### src/design/la32r_pkg.sv
`default_nettype none

package la32r_pkg;

    // machine word and register number
    localparam int reg_w      = 32;
    localparam int reg_addr_w = 5;

    typedef logic [reg_w-1:0]      word_t;
    typedef logic [reg_addr_w-1:0] reg_addr_t;

    // opcode field widths, one per format
    typedef logic [16:0] op3r_t;
    typedef logic [9:0]  op2ri12_t;
    typedef logic [6:0]  op1rsi20_t;
    typedef logic [5:0]  op2ri16_t;
    typedef logic [5:0]  opi26_t;

    // 3r and 2rui5, inst[31:15]
    localparam op3r_t op_add_w  = 17'h00020;
    localparam op3r_t op_sub_w  = 17'h00022;
    localparam op3r_t op_slt    = 17'h00024;
    localparam op3r_t op_sltu   = 17'h00025;
    localparam op3r_t op_nor    = 17'h00028;
    localparam op3r_t op_and    = 17'h00029;
    localparam op3r_t op_or     = 17'h0002a;
    localparam op3r_t op_xor    = 17'h0002b;
    localparam op3r_t op_sll_w  = 17'h0002e;
    localparam op3r_t op_srl_w  = 17'h0002f;
    localparam op3r_t op_sra_w  = 17'h00030;
    localparam op3r_t op_slli_w = 17'h00081;
    localparam op3r_t op_srli_w = 17'h00089;
    localparam op3r_t op_srai_w = 17'h00091;

    // 2ri12, inst[31:22]
    localparam op2ri12_t op_slti   = 10'h008;
    localparam op2ri12_t op_sltui  = 10'h009;
    localparam op2ri12_t op_addi_w = 10'h00a;
    localparam op2ri12_t op_andi   = 10'h00d;
    localparam op2ri12_t op_ori    = 10'h00e;
    localparam op2ri12_t op_xori   = 10'h00f;

    // 1rsi20, inst[31:25]
    localparam op1rsi20_t op_lu12i_w   = 7'h0a;
    localparam op1rsi20_t op_pcaddu12i = 7'h0e;

    // jumps and branches, inst[31:26]
    localparam op2ri16_t op_jirl = 6'h13;
    localparam opi26_t   op_b    = 6'h14;
    localparam opi26_t   op_bl   = 6'h15;
    localparam op2ri16_t op_beq  = 6'h16;
    localparam op2ri16_t op_bne  = 6'h17;
    localparam op2ri16_t op_blt  = 6'h18;
    localparam op2ri16_t op_bge  = 6'h19;
    localparam op2ri16_t op_bltu = 6'h1a;
    localparam op2ri16_t op_bgeu = 6'h1b;

    // BL always links into r1
    localparam reg_addr_t link_reg = 5'd1;

    // shift immediates reuse this layout, ui5 sits in rk
    typedef struct packed {
        op3r_t     op;
        reg_addr_t rk;
        reg_addr_t rj;
        reg_addr_t rd;
    } fmt_3r_s;

    typedef struct packed {
        op2ri12_t    op;
        logic [11:0] i12;
        reg_addr_t   rj;
        reg_addr_t   rd;
    } fmt_2ri12_s;

    typedef struct packed {
        op1rsi20_t   op;
        logic [19:0] si20;
        reg_addr_t   rd;
    } fmt_1rsi20_s;

    typedef struct packed {
        op2ri16_t    op;
        logic [15:0] i16;
        reg_addr_t   rj;
        reg_addr_t   rd;
    } fmt_2ri16_s;

    // offs26 is split, low half first
    typedef struct packed {
        opi26_t      op;
        logic [15:0] offs_lo;
        logic [9:0]  offs_hi;
    } fmt_i26_s;

    // one fetched word, read through whichever format matches
    typedef union packed {
        fmt_3r_s     r3;
        fmt_2ri12_s  ri12;
        fmt_1rsi20_s rsi20;
        fmt_2ri16_s  ri16;
        fmt_i26_s    i26;
    } inst_u;

    typedef enum logic [3:0] {
        alu_add, alu_sub, alu_slt, alu_sltu,
        alu_and, alu_nor, alu_or, alu_xor,
        alu_sll, alu_srl, alu_sra, alu_lui
    } alu_op_e;

    typedef struct packed {
        logic      valid;
        alu_op_e   alu_op;
        word_t     a;
        word_t     b;
        reg_addr_t dest;
        logic      we;
    } dec_ex_s;

    typedef struct packed {
        logic      valid;
        reg_addr_t dest;
        logic      we;
        word_t     result;
    } ex_wb_s;

endpackage

`default_nettype wire

### src/design/la32r_decode.sv
`default_nettype none

module la32r_decode (
    input  wire logic                inst_valid_i,
    input  wire la32r_pkg::inst_u    inst_i,
    input  wire la32r_pkg::word_t    pc_i,
    input  wire la32r_pkg::word_t    rj_data_i,
    input  wire la32r_pkg::word_t    rk_data_i,
    input  wire la32r_pkg::reg_addr_t ex_dest_i,
    input  wire la32r_pkg::reg_addr_t wb_dest_i,
    input  wire logic                ex_we_i,
    input  wire logic                wb_we_i,
    output la32r_pkg::reg_addr_t     rj_addr_o,
    output la32r_pkg::reg_addr_t     rk_addr_o,
    output logic                     accept_o,
    output logic                     branch_taken_o,
    output la32r_pkg::word_t         branch_target_o,
    output la32r_pkg::dec_ex_s       dec_o
);

    logic is_add_w, is_sub_w, is_slt, is_sltu, is_nor, is_and, is_or, is_xor;
    logic is_sll_w, is_srl_w, is_sra_w, is_slli_w, is_srli_w, is_srai_w;
    logic is_slti, is_sltui, is_addi_w, is_andi, is_ori, is_xori;
    logic is_lu12i_w, is_pcaddu12i;
    logic is_jirl, is_b, is_bl, is_beq, is_bne, is_blt, is_bge, is_bltu, is_bgeu;
    logic alu_rr, shf_imm, imm_sign12, imm_zero, imm_si20, j_link, cond_br, j_taken;
    logic writes, uses_rj, uses_rk, rj_hazard, rk_hazard, br_taken;
    logic rj_eq_rk, rj_lt_rk, rj_ltu_rk;
    la32r_pkg::reg_addr_t dest;
    la32r_pkg::word_t     offs16, offs26, target;
    la32r_pkg::alu_op_e   alu_op;

    // 17-bit opcode for 3r and shift-immediate forms
    assign is_add_w  = inst_i.r3.op == la32r_pkg::op_add_w;
    assign is_sub_w  = inst_i.r3.op == la32r_pkg::op_sub_w;
    assign is_slt    = inst_i.r3.op == la32r_pkg::op_slt;
    assign is_sltu   = inst_i.r3.op == la32r_pkg::op_sltu;
    assign is_nor    = inst_i.r3.op == la32r_pkg::op_nor;
    assign is_and    = inst_i.r3.op == la32r_pkg::op_and;
    assign is_or     = inst_i.r3.op == la32r_pkg::op_or;
    assign is_xor    = inst_i.r3.op == la32r_pkg::op_xor;
    assign is_sll_w  = inst_i.r3.op == la32r_pkg::op_sll_w;
    assign is_srl_w  = inst_i.r3.op == la32r_pkg::op_srl_w;
    assign is_sra_w  = inst_i.r3.op == la32r_pkg::op_sra_w;
    assign is_slli_w = inst_i.r3.op == la32r_pkg::op_slli_w;
    assign is_srli_w = inst_i.r3.op == la32r_pkg::op_srli_w;
    assign is_srai_w = inst_i.r3.op == la32r_pkg::op_srai_w;

    // 10-bit opcode for 12-bit immediate forms
    assign is_slti   = inst_i.ri12.op == la32r_pkg::op_slti;
    assign is_sltui  = inst_i.ri12.op == la32r_pkg::op_sltui;
    assign is_addi_w = inst_i.ri12.op == la32r_pkg::op_addi_w;
    assign is_andi   = inst_i.ri12.op == la32r_pkg::op_andi;
    assign is_ori    = inst_i.ri12.op == la32r_pkg::op_ori;
    assign is_xori   = inst_i.ri12.op == la32r_pkg::op_xori;

    assign is_lu12i_w   = inst_i.rsi20.op == la32r_pkg::op_lu12i_w;
    assign is_pcaddu12i = inst_i.rsi20.op == la32r_pkg::op_pcaddu12i;

    // 6-bit opcode for jumps and branches
    assign is_jirl = inst_i.ri16.op == la32r_pkg::op_jirl;
    assign is_b    = inst_i.i26.op == la32r_pkg::op_b;
    assign is_bl   = inst_i.i26.op == la32r_pkg::op_bl;
    assign is_beq  = inst_i.ri16.op == la32r_pkg::op_beq;
    assign is_bne  = inst_i.ri16.op == la32r_pkg::op_bne;
    assign is_blt  = inst_i.ri16.op == la32r_pkg::op_blt;
    assign is_bge  = inst_i.ri16.op == la32r_pkg::op_bge;
    assign is_bltu = inst_i.ri16.op == la32r_pkg::op_bltu;
    assign is_bgeu = inst_i.ri16.op == la32r_pkg::op_bgeu;

    // instruction classes
    assign alu_rr = is_add_w | is_sub_w | is_slt | is_sltu | is_nor | is_and
                  | is_or | is_xor | is_sll_w | is_srl_w | is_sra_w;
    assign shf_imm    = is_slli_w | is_srli_w | is_srai_w;
    assign imm_sign12 = is_slti | is_sltui | is_addi_w;
    assign imm_zero   = is_andi | is_ori | is_xori;
    assign imm_si20   = is_lu12i_w | is_pcaddu12i;
    assign j_link     = is_bl | is_jirl;
    assign j_taken    = is_jirl | is_b | is_bl;
    assign cond_br    = is_beq | is_bne | is_blt | is_bge | is_bltu | is_bgeu;

    // unknown opcodes land in none of these so they neither write nor stall
    assign writes  = alu_rr | shf_imm | imm_sign12 | imm_zero | imm_si20 | j_link;
    assign uses_rj = alu_rr | shf_imm | imm_sign12 | imm_zero | is_jirl | cond_br;
    assign uses_rk = alu_rr | cond_br;

    // branches compare rj with rd fetched through the rk port
    assign rj_addr_o = inst_i.r3.rj;
    assign rk_addr_o = cond_br ? inst_i.r3.rd : inst_i.r3.rk;

    assign dest = is_bl ? la32r_pkg::link_reg : inst_i.r3.rd;

    // result stage still counts since its write lands at the end of the cycle
    assign rj_hazard = uses_rj && rj_addr_o != '0
                    && ((ex_we_i && ex_dest_i == rj_addr_o)
                     || (wb_we_i && wb_dest_i == rj_addr_o));
    assign rk_hazard = uses_rk && rk_addr_o != '0
                    && ((ex_we_i && ex_dest_i == rk_addr_o)
                     || (wb_we_i && wb_dest_i == rk_addr_o));

    assign accept_o = inst_valid_i && !rj_hazard && !rk_hazard;

    // offsets are word counts
    assign offs16 = {{14{inst_i.ri16.i16[15]}}, inst_i.ri16.i16, 2'b00};
    assign offs26 = {{4{inst_i.i26.offs_hi[9]}}, inst_i.i26.offs_hi,
                     inst_i.i26.offs_lo, 2'b00};

    assign rj_eq_rk  = rj_data_i == rk_data_i;
    assign rj_lt_rk  = $signed(rj_data_i) < $signed(rk_data_i);
    assign rj_ltu_rk = rj_data_i < rk_data_i;

    assign br_taken = (is_beq & rj_eq_rk) | (is_bne & ~rj_eq_rk)
                    | (is_blt & rj_lt_rk) | (is_bge & ~rj_lt_rk)
                    | (is_bltu & rj_ltu_rk) | (is_bgeu & ~rj_ltu_rk);

    // jirl is register relative while b and bl use offs26
    assign target = is_jirl ? rj_data_i + offs16
                  : (is_b | is_bl) ? pc_i + offs26
                  : pc_i + offs16;

    // both outputs quiet unless this cycle accepts
    assign branch_taken_o  = accept_o && (j_taken || br_taken);
    assign branch_target_o = branch_taken_o ? target : '0;

    always_comb begin
        alu_op = la32r_pkg::alu_add;
        if (is_sub_w) begin
            alu_op = la32r_pkg::alu_sub;
        end else if (is_slt | is_slti) begin
            alu_op = la32r_pkg::alu_slt;
        end else if (is_sltu | is_sltui) begin
            alu_op = la32r_pkg::alu_sltu;
        end else if (is_and | is_andi) begin
            alu_op = la32r_pkg::alu_and;
        end else if (is_nor) begin
            alu_op = la32r_pkg::alu_nor;
        end else if (is_or | is_ori) begin
            alu_op = la32r_pkg::alu_or;
        end else if (is_xor | is_xori) begin
            alu_op = la32r_pkg::alu_xor;
        end else if (is_sll_w | is_slli_w) begin
            alu_op = la32r_pkg::alu_sll;
        end else if (is_srl_w | is_srli_w) begin
            alu_op = la32r_pkg::alu_srl;
        end else if (is_sra_w | is_srai_w) begin
            alu_op = la32r_pkg::alu_sra;
        end else if (is_lu12i_w) begin
            alu_op = la32r_pkg::alu_lui;
        end
    end

    always_comb begin
        dec_o.valid  = accept_o;
        dec_o.alu_op = alu_op;
        dec_o.dest   = dest;
        // r0 writes are dropped here so later stages never see them
        dec_o.we     = accept_o && writes && dest != '0;
        // links and pcaddu12i add to the pc
        dec_o.a      = (j_link | is_pcaddu12i) ? pc_i : rj_data_i;
        if (j_link) begin
            dec_o.b = 32'd4;
        end else if (imm_zero) begin
            dec_o.b = {20'd0, inst_i.ri12.i12};
        end else if (imm_sign12) begin
            dec_o.b = {{20{inst_i.ri12.i12[11]}}, inst_i.ri12.i12};
        end else if (imm_si20) begin
            dec_o.b = {inst_i.rsi20.si20, 12'd0};
        end else if (shf_imm) begin
            // ui5 sits in the rk field
            dec_o.b = {27'd0, inst_i.r3.rk};
        end else begin
            dec_o.b = rk_data_i;
        end
    end

endmodule

`default_nettype wire

### src/design/la32r_execute.sv
`default_nettype none

module la32r_execute (
    input  wire logic              clk,
    input  wire logic              reset_i,
    input  wire la32r_pkg::dec_ex_s dec_i,
    output la32r_pkg::ex_wb_s      ex_o,
    output la32r_pkg::reg_addr_t   ex_dest_o,
    output logic                   ex_we_o
);

    la32r_pkg::dec_ex_s dec_q;
    la32r_pkg::word_t   result;
    logic [4:0]         shamt;

    // stage register, a bubble simply flows in when decode stalls
    always_ff @(posedge clk) begin
        if (reset_i) begin
            dec_q.valid <= 1'b0;
            dec_q.we    <= 1'b0;
        end else begin
            dec_q <= dec_i;
        end
    end

    // shifts only look at the low five bits
    assign shamt = dec_q.b[4:0];

    always_comb begin
        unique case (dec_q.alu_op)
            la32r_pkg::alu_add:  result = dec_q.a + dec_q.b;
            la32r_pkg::alu_sub:  result = dec_q.a - dec_q.b;
            la32r_pkg::alu_slt:  result = {31'd0, $signed(dec_q.a) < $signed(dec_q.b)};
            la32r_pkg::alu_sltu: result = {31'd0, dec_q.a < dec_q.b};
            la32r_pkg::alu_and:  result = dec_q.a & dec_q.b;
            la32r_pkg::alu_nor:  result = ~(dec_q.a | dec_q.b);
            la32r_pkg::alu_or:   result = dec_q.a | dec_q.b;
            la32r_pkg::alu_xor:  result = dec_q.a ^ dec_q.b;
            la32r_pkg::alu_sll:  result = dec_q.a << shamt;
            la32r_pkg::alu_srl:  result = dec_q.a >> shamt;
            la32r_pkg::alu_sra:  result = $signed(dec_q.a) >>> shamt;
            // lu12i, already shifted by decode
            la32r_pkg::alu_lui:  result = dec_q.b;
            default:             result = dec_q.a + dec_q.b;
        endcase
    end

    always_comb begin
        ex_o.valid  = dec_q.valid;
        ex_o.dest   = dec_q.dest;
        ex_o.we     = dec_q.we;
        ex_o.result = result;
    end

    // pending dest, fed back to the decode hazard check
    assign ex_dest_o = dec_q.dest;
    assign ex_we_o   = dec_q.we;

    // decode must have filtered out invalid and r0 writes
    a_we_clean: assert property (@(posedge clk) disable iff (reset_i)
        dec_q.we |-> dec_q.valid && dec_q.dest != '0)
        else $error("execute holds a write to r0 or an invalid write");

endmodule

`default_nettype wire

### src/design/la32r_writeback.sv
`default_nettype none

module la32r_writeback (
    input  wire logic                 clk,
    input  wire logic                 reset_i,
    input  wire la32r_pkg::ex_wb_s    ex_i,
    input  wire la32r_pkg::reg_addr_t rj_addr_i,
    input  wire la32r_pkg::reg_addr_t rk_addr_i,
    output la32r_pkg::word_t          rj_data_o,
    output la32r_pkg::word_t          rk_data_o,
    output la32r_pkg::reg_addr_t      wb_dest_o,
    output logic                      wb_we_o,
    output logic                      wb_valid_o,
    output la32r_pkg::reg_addr_t      wb_addr_o,
    output la32r_pkg::word_t          wb_data_o
);

    localparam int rf_depth = 2 ** la32r_pkg::reg_addr_w;

    la32r_pkg::ex_wb_s ex_q;
    la32r_pkg::word_t  rf [rf_depth];

    // result stage register
    always_ff @(posedge clk) begin
        if (reset_i) begin
            ex_q.valid <= 1'b0;
            ex_q.we    <= 1'b0;
        end else begin
            ex_q <= ex_i;
        end
    end

    // write lands at the end of the result cycle
    // r0 is never written
    always_ff @(posedge clk) begin
        if (reset_i) begin
            for (int i = 0; i < rf_depth; i++) begin
                rf[i] <= '0;
            end
        end else if (ex_q.we && ex_q.dest != '0) begin
            rf[ex_q.dest] <= ex_q.result;
        end
    end

    // two async read ports with r0 forced to zero
    assign rj_data_o = (rj_addr_i == '0) ? '0 : rf[rj_addr_i];
    assign rk_data_o = (rk_addr_i == '0) ? '0 : rf[rk_addr_i];

    // pending dest for the decode hazard check
    assign wb_dest_o = ex_q.dest;
    assign wb_we_o   = ex_q.we;

    // one strobe per written result
    assign wb_valid_o = ex_q.valid && ex_q.we;
    assign wb_addr_o  = ex_q.dest;
    assign wb_data_o  = ex_q.result;

endmodule

`default_nettype wire

### src/design/la32r_core.sv
`default_nettype none

module la32r_core (
    input  wire logic                 clk,
    input  wire logic                 reset_i,
    input  wire logic                 inst_valid_i,
    input  wire la32r_pkg::word_t     inst_i,
    input  wire la32r_pkg::word_t     pc_i,
    output logic                      inst_accept_o,
    output logic                      branch_taken_o,
    output la32r_pkg::word_t          branch_target_o,
    output logic                      wb_valid_o,
    output la32r_pkg::reg_addr_t      wb_addr_o,
    output la32r_pkg::word_t          wb_data_o
);

    la32r_pkg::dec_ex_s   dec;
    la32r_pkg::ex_wb_s    ex;
    la32r_pkg::reg_addr_t rj_addr, rk_addr;
    la32r_pkg::word_t     rj_data, rk_data;
    la32r_pkg::reg_addr_t ex_dest, wb_dest;
    logic                 ex_we, wb_we;

    // decode, operand read and branch resolve
    la32r_decode u_decode (
        .inst_valid_i    (inst_valid_i),
        .inst_i          (inst_i),
        .pc_i            (pc_i),
        .rj_data_i       (rj_data),
        .rk_data_i       (rk_data),
        .ex_dest_i       (ex_dest),
        .wb_dest_i       (wb_dest),
        .ex_we_i         (ex_we),
        .wb_we_i         (wb_we),
        .rj_addr_o       (rj_addr),
        .rk_addr_o       (rk_addr),
        .accept_o        (inst_accept_o),
        .branch_taken_o  (branch_taken_o),
        .branch_target_o (branch_target_o),
        .dec_o           (dec)
    );

    la32r_execute u_execute (
        .clk       (clk),
        .reset_i   (reset_i),
        .dec_i     (dec),
        .ex_o      (ex),
        .ex_dest_o (ex_dest),
        .ex_we_o   (ex_we)
    );

    // result stage plus register file
    la32r_writeback u_writeback (
        .clk        (clk),
        .reset_i    (reset_i),
        .ex_i       (ex),
        .rj_addr_i  (rj_addr),
        .rk_addr_i  (rk_addr),
        .rj_data_o  (rj_data),
        .rk_data_o  (rk_data),
        .wb_dest_o  (wb_dest),
        .wb_we_o    (wb_we),
        .wb_valid_o (wb_valid_o),
        .wb_addr_o  (wb_addr_o),
        .wb_data_o  (wb_data_o)
    );

endmodule

`default_nettype wire

### config.mk
export PLATFORM = sky130hd
export DESIGN_NAME = la32r_core
export DESIGN_NICKNAME = d
export VERILOG_FILES = /design/src/design/la32r_pkg.sv /design/src/design/la32r_decode.sv /design/src/design/la32r_execute.sv /design/src/design/la32r_writeback.sv /design/src/design/la32r_core.sv
export SDC_FILE = /design/constraint.sdc
export NUM_CORES = 2
export LEC_CHECK = 0
export ABC_CLOCK_PERIOD_IN_PS = 15400
export CORE_MARGIN = 2
export CORE_UTILIZATION = 50
export CTS_BUF_LIST = sky130_fd_sc_hd__clkbuf_4 sky130_fd_sc_hd__clkbuf_8
export CTS_CLUSTER_DIAMETER = 40
export DETAILED_ROUTE_END_ITERATION = 8
export DONT_BUFFER_PORTS = 1
export GPL_ROUTABILITY_DRIVEN = 0
export SYNTH_ARGS = -nofsm -noshare
export SYNTH_HDL_FRONTEND = slang
export SYNTH_HIERARCHICAL = 1
export SYNTH_SLANG_ARGS = --single-unit
### constraint.sdc
create_clock -name clk -period 15.4 [get_ports clk]
set_input_delay 3.08 -clock clk [delete_from_list [all_inputs] [get_ports clk]]
set_output_delay 3.08 -clock clk [all_outputs]
set_load 0.02 [all_outputs]
== Word level (Yosys, flattened, before mapping) ==
Memories as Yosys holds them, arrays and structs flattened.
Index checks and enable logic that the tools add are counted.

* Bitwise logic cells: 61
* Reduce and logical (&&, ||, !) cells: 30
* Shift-type cells: 3
* $add $sub $neg: 5
* $mul: 0
* Multiplexer cells: 31
* Equality and inequality tests: 47
* Div/mod/pow operators: 0
* Order comparisons: 4

{| class="wikitable"
|+ Operators by type and width
! operator !! number
|-
| $pmux 32 s11 || 1
|-
| $mux 32 || 10
|-
| $eq 17x6->1 const B || 11
|-
| $add 32x32->32 || 4
|-
| $lt 32x32->1 || 4
|-
| $eq 10x4->1 const B || 6
|-
| $eq 6x5->1 const B || 9
|-
| $eq 17x8->1 const B || 3
|-
| $or 1x1->1 || 48
|-
| $and 32x32->32 || 1
|-
| $eq 32x32->1 || 1
|-
| $not 32->32 || 1
|-
| $or 32x32->32 || 1
|-
| $reduce_or 32->1 || 1
|-
| $shl 32x5->32 || 1
|-
| $shr 32x5->32 || 1
|-
| $sshr 32x5->32 || 1
|-
| $sub 32x32->32 || 1
|-
| $xor 32x32->32 || 1
|-
| $eq 5x5->1 || 4
|-
| $reduce_bool 5->1 || 4
|-
| $eq 4x3->1 const B || 4
|-
| $eq 4x4->1 const B || 4
|-
| $mux 4 || 4
|-
| other kinds (17) || 55
|}

* ROM bits: 0
* Logic and storage cells: 195
* Output and inout port bits: 72
* Input bits: 67
* Memories: 1
* Memory bits (writable): 1,024
* Latch bits: 0
* Flip-flop bits (word level): 114

{| class="wikitable"
|+ Memories
! memory !! words !! width !! rd ports !! clocked after Yosys merged registers in !! write ports !! RTL line !! RTL
|-
| u_writeback.rf || 32 || 32 || 2 || 0 || 32 || la32r_writeback.sv:21 || <nowiki>la32r_pkg::word_t rf [rf_depth];</nowiki>
|}

== Logic depth before layout (Yosys ltp) ==
* Depth after elaboration: 23
* Depth in mapped cells: 27
* Mapped depth without buffers: 21

== Hierarchy ==
The synthesis kept the hierarchy.

{| class="wikitable"
|+ By module, submodules not included
! module !! instances !! area an instance (sq um) !! cells an instance !! seq. area each (sq um)
|-
| la32r_writeback || 1 || 55,843.6 || 3,671 || 31,900.6
|-
| la32r_execute || 1 || 12,066.6 || 1,535 || 2,232.1
|-
| la32r_decode || 1 || 6,397.4 || 961 || 0.0
|}

== Worst setup path after synthesis ==
Ideal clock, no wire load.

* Path kind: input-to-output
* From: input inst_i[29]
* To: output branch_target_o[31]
* Stages: 22
* Data arrival time: 8.286 ns
* Path buffers: 3
* Required time: 12.320 ns
* Slack: 4.034 ns
* Path through: nand3b_1 > a21oi_2 > mux2_2 > buf_2 > nand2b_1 > or2_2 > clkbuf_1 > buf_2 > o22ai_1 > a2111oi_2 > nor3_1 > inv_1 > ha_1 > nand3_1 > or3_1 > or4_4 > or4_1 > o21ai_1 > a32oi_1 > nor3_2 > o21ai_2 > nor4b_2

* Elaborated cells between the ends (all ways): 99
* Those cells by class: order compare: 2; eq/ne: 32; mux: 5; bitwise: 44; reduce/logical: 15; memory: 1

{| class="wikitable"
|+ RTL lines
! item !! RTL line !! RTL
|-
| from (decl) || la32r_core.sv:7 || <nowiki>input wire la32r_pkg::word_t inst_i,</nowiki>
|-
| $eq 6x5->1, on equally long branches || la32r_decode.sv:64, la32r_decode.sv:65 ||
|-
| $or 1x1->1 (4 in series) || la32r_decode.sv:80 || <nowiki>assign cond_br = is_beq | is_bne | is_blt | is_bge | is_bltu | is_bgeu;</nowiki>
|-
| $or 1x1->1 * || la32r_decode.sv:80 ||
|-
| $mux 5 * || la32r_decode.sv:89 || <nowiki>assign rk_addr_o = cond_br ? inst_i.r3.rd : inst_i.r3.rk;</nowiki>
|-
| via rk_addr[1] || la32r_core.sv:19 || <nowiki>la32r_pkg::reg_addr_t rj_addr, rk_addr;</nowiki>
|-
| $mem_v2 32x32 / $logic_not 5->1 (equally long branches) || n/a ||
|-
| $mux 32 * || la32r_writeback.sv:47 || <nowiki>assign rk_data_o = (rk_addr_i == '0) ? '0 : rf[rk_addr_i];</nowiki>
|-
| via rk_data[27] || la32r_core.sv:20 || <nowiki>la32r_pkg::word_t rj_data, rk_data;</nowiki>
|-
| branches (longest 7 deep; another with $lt 32x32->1) || n/a ||
|-
| $or 1x1->1 * || la32r_decode.sv:114 || <nowiki>| (is_bltu & rj_ltu_rk) | (is_bgeu & ~rj_ltu_rk);</nowiki>
|-
| $logic_or 1x1->1 * || la32r_decode.sv:122 || <nowiki>assign branch_taken_o = accept_o && (j_taken || br_taken);</nowiki>
|-
| $logic_and 1x1->1 * || la32r_decode.sv:122 ||
|-
| $mux 32 * || la32r_decode.sv:123 || <nowiki>assign branch_target_o = branch_taken_o ? target : '0;</nowiki>
|-
| to (decl) || la32r_core.sv:11 || <nowiki>output la32r_pkg::word_t branch_target_o,</nowiki>
|}

Mark *: on every way through the listed nets, which the timed path passes.

== Worst setup path after layout ==
* From: input inst_i[31]
* To: output branch_target_o[6]

Same word-level chain as after synthesis.

==> summary.md <==
| Metric | Value |
|---|---|
| Startpoint types | `primary input` |
| WL/cell | `36.0 um` |
| Core footprint | `148000 um^2` |
| MaxCap Viol Count | `0` |
| Remaining antenna violation count | `0` |
| Setup ws final | `1.73 ns` |
| Post-Syn Area per Cell | `12.0 um^2` |
| Yosys reg bits | `1138` |
| Crit Path Class | `in -> out` |
| Fmax | `73.2 MHz` |
| Critical Path AT | `10.59 ns` |
| Final instance area | `80400 um^2` |
| Clock skew | `0.0640 ns` |
| Simple-Gate Fraction of Synth Area | `14.7%` |
| Largest family of logic cells by synthesized area | `multiplexers` |
| Iter 0 DRT Violations | `9763` |
| Critical Path End Type | `output port` |
| Clock Power Share | `34.0%` |
| Fin crit share | `88.7%` |
| Worst-Skew Late Latency | `0.96 ns` |
| Largest area contributor in the netlist | `edfxtp_1` |
| DP HPWL | `191000 um` |
| Sum Neg Setup Slack | `0 ns` |
| Setup violators final | `0` |
| Adder-cell share of the synthesized area | `3.31%` |
| Most frequent cells after synthesis | `edfxtp_1 (1134), and2_1 (1012), mux4_2 (474)` |
| Worst Setup Slack post-DPL | `2.05 ns` |
| Top FF cell, synth | `edfxtp_1` |
| Number of enable flip-flop cells after synthesis | `1134` |
| Initial antenna violation count | `22` |
| Post-synthesis compound-gate area fraction | `10.6%` |
| Slew Limit Headroom | `-11.8%` |
| Die Span Y | `390 um` |
| Tot GR Track Use | `37.6%` |
| WL met3 | `45000 um` |
| Root Driver | `clkbuf_8` |
| Number of I/O port buffers | `0` |
| Die footprint | `152000 um^2` |
| Sequential share of power | `41.7%` |
| Final hold vios | `0` |
| Status | `finished with violations` |
| Drt total wl | `291000 um` |
| Vias in the first global route | `52500` |
| Syn-to-layout area delta | `8.13%` |
| Clock-pin slew on the worst setup and hold paths | `0.05 ns` |
| Net count, final | `6245` |
| Internal cell power | `5.94 mW` |
| Netlist cell types | `97` |
| Mux share of post-synthesis cell area | `19.8%` |
| TritonCTS clock tree | `done` |
| Failing checks | `max-slew violations` |
| Pwr Density | `111 nW/um^2` |
| HP Class | `reg -> reg` |
| Worst IR drop on VDD | `0.0000879 V` |
| Final-report max-slew violation count | `135` |
| Num rows | `141` |
| Inserted Clock Buffers | `206` |
| Synth Area in XOR/XNOR | `0.908%` |
| Wire length of the first global-routing pass | `403000 um` |
| Fin crit period | `13.67 ns` |
| Syn Inst Count | `6167` |
| Cell Area, Synth | `74300 um^2` |
| Slew @ Worst Pin | `1.68 ns` |
| Gate power share | `24.3%` |
| Share of layout cells above drive strength 1 | `20.4%` |
| Sw Ratio | `33.4%` |
| Most frequent cell after synthesis | `edfxtp_1` |
| Vias | `56500` |
| M1 WL | `110000 um` |
| Placed cell areas | `76000 um^2` |
| Pin count of the biggest net entering global routing | `253` |
| CP max FO | `23` |
| Hold Buf Count CTS | `0` |
| Synth top area share | `45.8%` |
| Vias/cell | `6.99` |
| NetSw | `2.98 mW` |
| Largest cells by area after synthesis | `edfxtp_1 (46%), mux4_2 (14%), and2_1 (8.5%)` |
| RSZ-0062 raised after global routing | `false` |
| DIE WIDTH | `390 um` |
| CP required | `12.32 ns` |
| Length of routed met2 wiring | `119000 um` |
| Static Leakage | `29.8 nW` |
| Htree depth | `4` |
| Grt ovf | `0` |
| CTS Sinks | `1138` |
| Pwr Total | `8.92 mW` |
| Resized Gates After CTS | `0` |
| Async set-reset flop share out of synthesis | `0%` |
| First-pass iteration count of the detailed router | `9` |
| Top sig layer | `met5` |
| Register area share after synthesis | `45.9%` |
| # IOs | `139` |
| Worst Hold Slack | `0.435 ns` |
| Clk buf depth | `3` |
| Yosys warnings | `6` |
| Post-CTS Setup Repair Bufs | `0` |
| Drc violations | `0` |
| Initial Utilization | `50.3%` |
==> metrics by stage <==
step                      utilization [%]  cells
after global routing                 54.4   8083
final                                54.4   8090
after detailed placement             51.5   7706
after global placement               51.5   7705
after CTS                            54.4   8082
after floorplan                         -   6198
==> final cells by class <==
type,instances,area [um^2]
Inverter,164,618
Antenna cell,8,20.0
Fill cell,12300,67300
Clock buffer,256,3240
Tap cell,1930,2410
Timing Repair Buffer,193,1500
Clock inverter,120,1050
Multi-Input combinational cell,4281,37400
Sequential cell,1138,34100
==> final timing paths <==
| check | start | end | slack, ns | cells past startpoint |
|---|---|---|---|---|
| min | u_execute/ex_o[38] | u_writeback/ex_q[38] | 0.44 | 1 |
| max | inst_i[31] | branch_target_o[6] | 1.73 | 21 |
| min reg2reg | u_execute/ex_o[38] | u_writeback/ex_q[38] | 0.44 | 1 |
| max reg2reg | u_execute/dec_q[7] | u_writeback/wb_data_o[31] | 9.92 | 12 |
==> worst max-delay path: stages <==
cell      delay (ns)
nand2b_1        0.37
a21oi_2         0.49
mux2_2          0.61
buf_4           0.41
or3_1           0.51
buf_4           0.52
o221ai_1        0.20
a211oi_1        0.78
nor3_1          0.20
inv_1           0.10
ha_1            0.14
nand3_1         0.11
or3_1           0.48
or4_4           0.61
or4_1           0.54
o21ai_1         0.13
a32oi_1         0.09
nor3_2          0.20
o21ai_4         0.24
buf_4           0.32
a21oi_1         0.42
==> kinds of logic after synthesis <==
| family | after synthesis |
|---|---|
| AND/OR/NAND/NOR | 1969 |
| buffers and inverters | 779 |
| AO/OA/AOI/OAI | 1147 |
| other | 1 |
| multiplexers | 862 |
| flip-flops | 1138 |
| adder cells (fa/ha/maj) | 194 |
| XOR/XNOR | 77 |
==> sequential cells by signal, indices dropped and copies added (netlist names) <==
name and flops:
u_writeback/wb_we_o 1, u_execute/ex_dest_o 5, u_writeback/wb_data_o 32, u_execute/ex_o 1
u_execute/ex_we_o 1, u_writeback/wb_addr_o 5, u_execute/dec_q 68, u_writeback/ex_q 1
u_writeback/rf 1024
==> power groups by stage <==
stage               sequential [mW]  combinational, mW  clock [mW]
finish                         3.72               2.17        3.03
global route                   3.73               2.24        3.18
CTS                            3.71               2.07        3.06
detailed placement             3.77               2.06           0
global placement               3.77               2.06           0
floorplan                      3.70               1.40           0
==> routing by layer <==
| layer | track usage, % | up-vias |
|---|---|---|
| li1 | - | 23100 |
| met4 | 19.1 | 14 |
| met2 | 51.5 | 4282 |
| met1 | 51.4 | 28500 |
| met3 | 15.0 | 697 |
| met5 | 0 | - |
==> cells in the final DEF, fill, tap and decap left out, drive strengths merged, types with 78 or more instances in the layout <==
cell,instances
clkinv,84
buf,193
a211oi,78
edfxtp,1134
a21oi,229
inv,176
nor2,235
nor3,114
and2,1013
nand2,262
mux2i,275
nand3,92
ha,190
o21ai,220
mux2,113
clkbuf,256
mux4,474
Note: power is estimated with default switching activity, not from simulation.
